[config.mk]
export PLATFORM = sky130hd
export DESIGN_NAME = eth_tx_path
export DESIGN_NICKNAME = d
export VERILOG_FILES = /design/src/hw/eth_tx_pkg.sv /design/src/hw/axis_if.sv /design/src/hw/axis_fifo.sv /design/src/hw/axis_padder.sv /design/src/hw/axis_fcs_append.sv /design/src/hw/eth_tx_path.sv
export SDC_FILE = /design/constraint.sdc
export NUM_CORES = 1
export LEC_CHECK = 0
export BUFFER_PORTS_ARGS = -buffer_cell sky130_fd_sc_hd__buf_4
export CAP_MARGIN = 20
export CELL_PAD_IN_SITES_DETAIL_PLACEMENT = 1
export CELL_PAD_IN_SITES_GLOBAL_PLACEMENT = 2
export CORE_MARGIN = 1.5
export CORE_UTILIZATION = 46
export CTS_CLUSTER_SIZE = 10
export DETAILED_ROUTE_END_ITERATION = 8
export GPL_ROUTABILITY_DRIVEN = 0
export PLACE_DENSITY = 0.86
export SYNTH_ARGS = -nofsm -noshare
export SYNTH_HDL_FRONTEND = slang
export SYNTH_SLANG_ARGS = --single-unit
export TNS_END_PERCENT = 30
[constraint.sdc]
create_clock -name clk -period 3.9 [get_ports clk]
set_input_delay 0.195 -clock clk [delete_from_list [all_inputs] [get_ports clk]]
set_output_delay 0.195 -clock clk [all_outputs]
set_load 0.01 [all_outputs]
[src/hw/eth_tx_pkg.sv]
// ==========================================================
// Shared constants for the Ethernet transmit byte path
// Stream width is fixed at one byte; fifo_depth must be a power of two
// CRC constants follow the reflected IEEE 802.3 CRC-32
// ==========================================================

package eth_tx_pkg;

	// Stream data width in bits
	localparam int data_width = 8;

	// Minimum frame length before the FCS
	localparam int min_frame_len = 60;

	// Value of each pad byte
	localparam logic [data_width-1:0] pad_byte = 8'h00;

	// Byte FIFO entries, not counting the output register
	localparam int fifo_depth = 16;

	// Number of trailing FCS bytes
	localparam int fcs_len = 4;

	// Reflected CRC-32 polynomial
	localparam logic [31:0] crc_poly = 32'hEDB88320;

	// Seed of the CRC register, also XORed onto the final value
	localparam logic [31:0] crc_init = 32'hFFFFFFFF;

endpackage

[src/hw/axis_if.sv]
// ==========================================================
// Byte stream with valid/ready/last handshake
// Source holds tdata, tvalid and tlast while tready is low
// ==========================================================

interface axis_if;

	logic [eth_tx_pkg::data_width-1:0] tdata;
	logic tvalid;
	logic tready;
	// Final beat of a frame
	logic tlast;

	modport source (
		output tdata,
		output tvalid,
		output tlast,
		input tready
	);

	modport sink (
		input tdata,
		input tvalid,
		input tlast,
		output tready
	);

endinterface

[src/hw/axis_fifo.sv]
// ==========================================================
// Plain byte FIFO, frames are not held back as whole packets
// Output is a registered head entry, one extra beat of storage
// Depth must be a power of two so the pointers wrap by themselves
// ==========================================================

module axis_fifo (
	input logic clk,
	input logic sresetn,
	axis_if.sink in,
	axis_if.source out
);

	// Each entry is {last, data}
	logic [eth_tx_pkg::data_width:0] mem [eth_tx_pkg::fifo_depth];

	logic [$clog2(eth_tx_pkg::fifo_depth)-1:0] wr_ptr;
	logic [$clog2(eth_tx_pkg::fifo_depth)-1:0] rd_ptr;
	logic [$clog2(eth_tx_pkg::fifo_depth+1)-1:0] count;

	// Output head register
	logic out_valid;
	logic [eth_tx_pkg::data_width:0] out_entry;

	logic full;
	logic empty;
	logic wr;
	logic out_free;
	logic pop;
	logic bypass;
	logic mem_wr;

	assign full = (count == eth_tx_pkg::fifo_depth);
	assign empty = (count == 0);
	assign in.tready = !full;
	assign wr = in.tvalid && in.tready;

	// Head register can take a new entry this cycle
	assign out_free = !out_valid || out.tready;
	assign pop = !empty && out_free;

	// Empty buffer and free head, so the beat skips the RAM
	assign bypass = wr && empty && out_free;
	assign mem_wr = wr && !bypass;

	// Storage array, no reset
	always_ff @(posedge clk) begin
		if (mem_wr) begin
			mem[wr_ptr] <= {in.tlast, in.tdata};
		end
	end

	// Pointers, occupancy and head valid
	always_ff @(posedge clk) begin
		if (!sresetn) begin
			wr_ptr <= '0;
			rd_ptr <= '0;
			count <= '0;
			out_valid <= 1'b0;
		end else begin
			if (mem_wr) begin
				wr_ptr <= wr_ptr + 1'b1;
			end
			if (pop) begin
				rd_ptr <= rd_ptr + 1'b1;
			end
			case ({mem_wr, pop})
				2'b10: count <= count + 1'b1;
				2'b01: count <= count - 1'b1;
				default: count <= count;
			endcase
			// Head refills from the RAM first, else straight from the input
			if (out_free) begin
				out_valid <= !empty || wr;
			end
		end
	end

	// Head payload, held while the sink stalls
	always_ff @(posedge clk) begin
		if (pop) begin
			out_entry <= mem[rd_ptr];
		end else if (bypass) begin
			out_entry <= {in.tlast, in.tdata};
		end
	end

	assign out.tvalid = out_valid;
	assign out.tdata = out_entry[eth_tx_pkg::data_width-1:0];
	assign out.tlast = out_entry[eth_tx_pkg::data_width];

	// Occupancy matches the pointers and never passes the depth
	assert property (@(posedge clk) disable iff (!sresetn)
		count <= eth_tx_pkg::fifo_depth
		&& count[$clog2(eth_tx_pkg::fifo_depth)-1:0] == wr_ptr - rd_ptr);

endmodule

[src/hw/axis_padder.sv]
// ==========================================================
// Pads frames shorter than min_frame_len with pad_byte
// Longer frames pass unchanged; zero cycles of latency
// ==========================================================

module axis_padder (
	input logic clk,
	input logic sresetn,
	axis_if.sink in,
	axis_if.source out
);

	// Low in passthrough, high while emitting pad bytes
	logic pad_state;

	// Output beats of the current frame, saturating at the minimum less one
	logic [$clog2(eth_tx_pkg::min_frame_len)-1:0] ctr;
	logic at_min;

	logic out_beat;

	assign at_min = (ctr == eth_tx_pkg::min_frame_len - 1);
	assign out_beat = out.tvalid && out.tready;

	always_ff @(posedge clk) begin
		if (!sresetn) begin
			pad_state <= 1'b0;
			ctr <= '0;
		end else begin
			// Count accepted output beats, clear at frame end
			if (out_beat) begin
				if (out.tlast) begin
					ctr <= '0;
				end else if (!at_min) begin
					ctr <= ctr + 1'b1;
				end
			end
			if (!pad_state) begin
				// Input frame ended short of the minimum
				if (in.tvalid && in.tready && in.tlast && !at_min) begin
					pad_state <= 1'b1;
				end
			end else if (out_beat && out.tlast) begin
				pad_state <= 1'b0;
			end
		end
	end

	always_comb begin
		if (pad_state) begin
			// Input held off while pad bytes go out
			in.tready = 1'b0;
			out.tvalid = 1'b1;
			out.tdata = eth_tx_pkg::pad_byte;
			out.tlast = at_min;
		end else begin
			in.tready = out.tready;
			out.tvalid = in.tvalid;
			out.tdata = in.tdata;
			// Input last only counts once the minimum is reached
			out.tlast = at_min && in.tlast;
		end
	end

	// Pad burst is never withdrawn before its last beat
	assert property (@(posedge clk) disable iff (!sresetn)
		(pad_state && !(out_beat && out.tlast)) |=> pad_state && out.tvalid);

endmodule

[src/hw/axis_fcs_append.sv]
// ==========================================================
// Appends the CRC-32 FCS after each frame, LSB byte first
// Data beats pass combinationally with their last flag dropped
// Input is stalled for the four FCS beats
// ==========================================================

module axis_fcs_append (
	input logic clk,
	input logic sresetn,
	axis_if.sink in,
	axis_if.source out
);

	// Running CRC over the frame so far
	logic [31:0] crc;

	// High while the FCS bytes go out
	logic fcs_phase;
	logic [1:0] fcs_idx;

	logic [31:0] fcs_word;
	logic in_beat;
	logic out_beat;
	logic fcs_done;

	// One byte of reflected CRC-32, bit at a time
	function automatic logic [31:0] crc_byte(
		input logic [31:0] crc_in,
		input logic [eth_tx_pkg::data_width-1:0] data
	);
		logic [31:0] c;
		int i;
		c = crc_in ^ {24'd0, data};
		for (i = 0; i < 8; i++) begin
			if (c[0]) begin
				c = (c >> 1) ^ eth_tx_pkg::crc_poly;
			end else begin
				c = c >> 1;
			end
		end
		return c;
	endfunction

	assign in_beat = in.tvalid && in.tready;
	assign out_beat = out.tvalid && out.tready;

	// Final XOR gives the transmitted FCS
	assign fcs_word = crc ^ eth_tx_pkg::crc_init;
	assign fcs_done = (fcs_idx == eth_tx_pkg::fcs_len - 1);

	always_ff @(posedge clk) begin
		if (!sresetn) begin
			crc <= eth_tx_pkg::crc_init;
			fcs_phase <= 1'b0;
			fcs_idx <= '0;
		end else if (!fcs_phase) begin
			if (in_beat) begin
				crc <= crc_byte(crc, in.tdata);
				// Frame end starts the FCS bytes
				if (in.tlast) begin
					fcs_phase <= 1'b1;
					fcs_idx <= '0;
				end
			end
		end else if (out_beat) begin
			fcs_idx <= fcs_idx + 1'b1;
			if (fcs_done) begin
				// Ready for the next frame
				fcs_phase <= 1'b0;
				crc <= eth_tx_pkg::crc_init;
			end
		end
	end

	always_comb begin
		if (fcs_phase) begin
			in.tready = 1'b0;
			out.tvalid = 1'b1;
			// Byte fcs_idx of the FCS, lowest first
			out.tdata = fcs_word[fcs_idx*eth_tx_pkg::data_width +: eth_tx_pkg::data_width];
			out.tlast = fcs_done;
		end else begin
			in.tready = out.tready;
			out.tvalid = in.tvalid;
			out.tdata = in.tdata;
			out.tlast = 1'b0;
		end
	end

	// Frame end on the output only ever comes from the FCS phase
	assert property (@(posedge clk) disable iff (!sresetn)
		$rose(out.tlast) |-> fcs_phase && fcs_done);

endmodule

[src/hw/eth_tx_path.sv]
// ==========================================================
// Ethernet MAC transmit byte path: FIFO, padder, FCS appender
// No preamble, SFD or inter-frame gap; output is frame plus FCS
// ==========================================================

module eth_tx_path (
	input logic clk,
	input logic sresetn,
	input logic [eth_tx_pkg::data_width-1:0] in_tdata,
	input logic in_tvalid,
	output logic in_tready,
	input logic in_tlast,
	output logic [eth_tx_pkg::data_width-1:0] out_tdata,
	output logic out_tvalid,
	input logic out_tready,
	output logic out_tlast
);

	axis_if in_s();
	axis_if fifo_out();
	axis_if pad_out();

	// Frame source side
	assign in_s.tdata = in_tdata;
	assign in_s.tvalid = in_tvalid;
	assign in_s.tlast = in_tlast;
	assign in_tready = in_s.tready;

	axis_fifo u_fifo (
		.clk(clk),
		.sresetn(sresetn),
		.in(in_s),
		.out(fifo_out)
	);

	axis_padder u_padder (
		.clk(clk),
		.sresetn(sresetn),
		.in(fifo_out),
		.out(pad_out)
	);

	// Output stream comes straight off the appender
	axis_if fcs_out();

	axis_fcs_append u_fcs (
		.clk(clk),
		.sresetn(sresetn),
		.in(pad_out),
		.out(fcs_out)
	);

	assign out_tdata = fcs_out.tdata;
	assign out_tvalid = fcs_out.tvalid;
	assign out_tlast = fcs_out.tlast;
	assign fcs_out.tready = out_tready;

endmodule

==> run metrics <==
Min-Delay Path Class=input pin to flop; vias post-DR=5584; post-synth top area share=47.4%; setup violators final=0; run status=complete, no violations; CTS tree=done; Worst-Margin Slew=954 ps; achievable clock frequency=295 MHz; setup TNS=0 ps; cell area after layout=11000 um2; layout cell share with drive strength beyond 1=17.4%; Inst Count DP=933; Port Buffers=23; Post-Place Cell Area=10100 um2; H-tree levels=1; ANT nets after route=0; Setup crit end kind=flop; CTS resizes=0; RSZ-0062 raised after global routing=no; Syn Inst Count=664; ys flop type=edfxtp_1; P_leak=3.70 nW; Detailed Route Iter0 Violations=306; top-count cell post-synth=edfxtp_1; antenna cells=0; power per cell area=877 nW/um2; Clock transition at path regs=60 ps; vias in the first global route=6123; CTS root buffer=clkbuf_16; area leader, netlist=edfxtp_1; die height=148 um; Seq cells post-synth=213; largest cells by area after synthesis=edfxtp_1, dfxtp_1, mux4_2; hold path depth=3; Hold Vio Cnt, Final=0; max cap viols=0; critical path data required time=4320 ps; Final Skew=11.8 ps; mapped cell area=9700 um2; Worst VDD drop=0.470 mV; Hold Buf Count CTS=10; postcts setup bufs=0; site row count=52; die area=22000 um2; Num CTS Buffers=25; DRC=0; pin count of the biggest net entering global routing=56; period utilization=87.0%; fin cells=989; Global Route Usage Sum=20.7%; Syn Nets=688; Tmin final=3390 ps; FF-to-FF path depth=12; initial antenna violation count=0; Yosys cell types=59; final wirelength=21900 um; Hold Path Origin=in_tvalid; Top Ports=24; Avg Synthesized Cell Area=14.6 um2; CP Launch Point=u_fifo.count[1]; vias per std cell=5.65; Crit Path Category=flop to flop; Die X=148 um; first-pass GRT wire length=34800 um; crit-path max FO=8; list of most frequent post-synthesis cells=edfxtp_1, dfxtp_1, xnor2_1, nand2_1, mux4_2; Initial Util=47.5%; Pwr Total=9.60 mW; Worst slew margin=36.1%; Congestion Overflow GR=0; synth warn=0; clk_lat worst skew=540 ps; Synth-to-Final Area Change=12.9%; CTS sink cnt=213; Post-DP HPWL=14700 um; nets=724; Critical Path Source Type=flop; fraction of registers with async set/reset=0%; drt pass-1 iters=4; number of flops mapped to enable cells by yosys=153; Slew Viols, Final=0; Core Area=20400 um2; CTS max path bufs=3; Avg WL per Cell=22.1 um; sequential share of the synthesized area=59.8%; crit path DAT=3820 ps; RR Startpoint=u_fifo.count[1]
flip-flops by register name, indices dropped and copies added (netlist names), named ones only:
name and count:
u_fcs.fcs_phase 1, u_fcs.crc 32, u_fifo.rd_ptr 4, u_fifo.mem 144
u_padder.pad_state 1, u_fifo.count 5, u_padder.ctr 6, u_fifo.out.tvalid 1
u_fifo.wr_ptr 4, u_fifo.out_entry 9, u_fcs.fcs_idx 2
logic make-up (layout without fill, tap and decap cells):
family	count (synthesis)	after routing	synth area share (%)
AOI/OAI and AO/OA	93	93	6.46
xor gates and xnor gates	99	99	11.2
adders and majority gates	11	11	1.42
buffers and inverters	47	102	2.36
DFF	213	213	59.8
muxes	53	53	11.1
and+or+nand+nor	148	148	7.64
report_power, final:
group	total (mW)	internal [mW]	switching, mW
logic	4.49	2.36	2.12
clock network	2.12	1.22	0.898
registers	2.99	2.72	0.269
worst paths after layout:
kind | end | slack [ps]
setup / recovery | u_fifo.count[4] | 510
hold / removal | u_fifo.out.tvalid | 30
setup reg to reg | u_fifo.count[4] | 510
hold reg to reg | u_padder.ctr[5] | 510
cells in the final DEF (no fill, tap or decap), drive strengths merged, types with 8 or more instances in the layout:
cell         synthesis  final
and2                16     16
dlygate4sd3          0     10
edfxtp             153    153
mux4                44     44
dfxtp               60     60
nand2b              10     10
a22o                 9      9
a21oi                8      8
ha                  11     11
xnor3               12     12
a221oi               9      9
mux2i                9      9
xnor2               60     60
o21ai               24     24
inv                 10     11
xor2                27     27
clkbuf              21     44
buf                 15     36
nand2               54     54
o22ai               20     20
nor2                25     25
stage by stage:
stage / worst slack, ps / hold WS [ps] / utilization [%]
final: 507 / 30.5 / 53.6
after global routing: 282 / 32.1 / 53.6
after detailed placement: 506 / 495 / 49.5
after floorplan: 784 / 294 / -
after global placement: 637 / 471 / 49.5
after CTS: 503 / 29.2 / 53.6
cell type report:
cell class | count | area, um2
well taps | 270 | 338
fillers | 1986 | 9480
clock inverters | 2 | 23.8
repair buffers | 46 | 370
clock buffers | 44 | 707
multi-input cells | 404 | 3680
inverters | 10 | 37.5
flip-flops and latches | 213 | 5800
per-layer routing:
metal | routed length (um) | GRT usage [%]
met5 | 0 | 0
met4 | 677 | 6.49
met3 | 689 | 3.07
met2 | 11300 | 37.5
met1 | 9230 | 25.7
worst max-delay path: stages, from the launching register on:
cell      delay, ps
dfxtp_1         380
or4_4           580
o21a_1          300
inv_1           270
ha_1            420
xor2_1          120
ha_1            250
o21a_1          180
o21ai_0         160
nand2b_1         90
a211oi_1        290
xnor2_1          90
and2_1          160
Power figures use the tool's default switching activity.
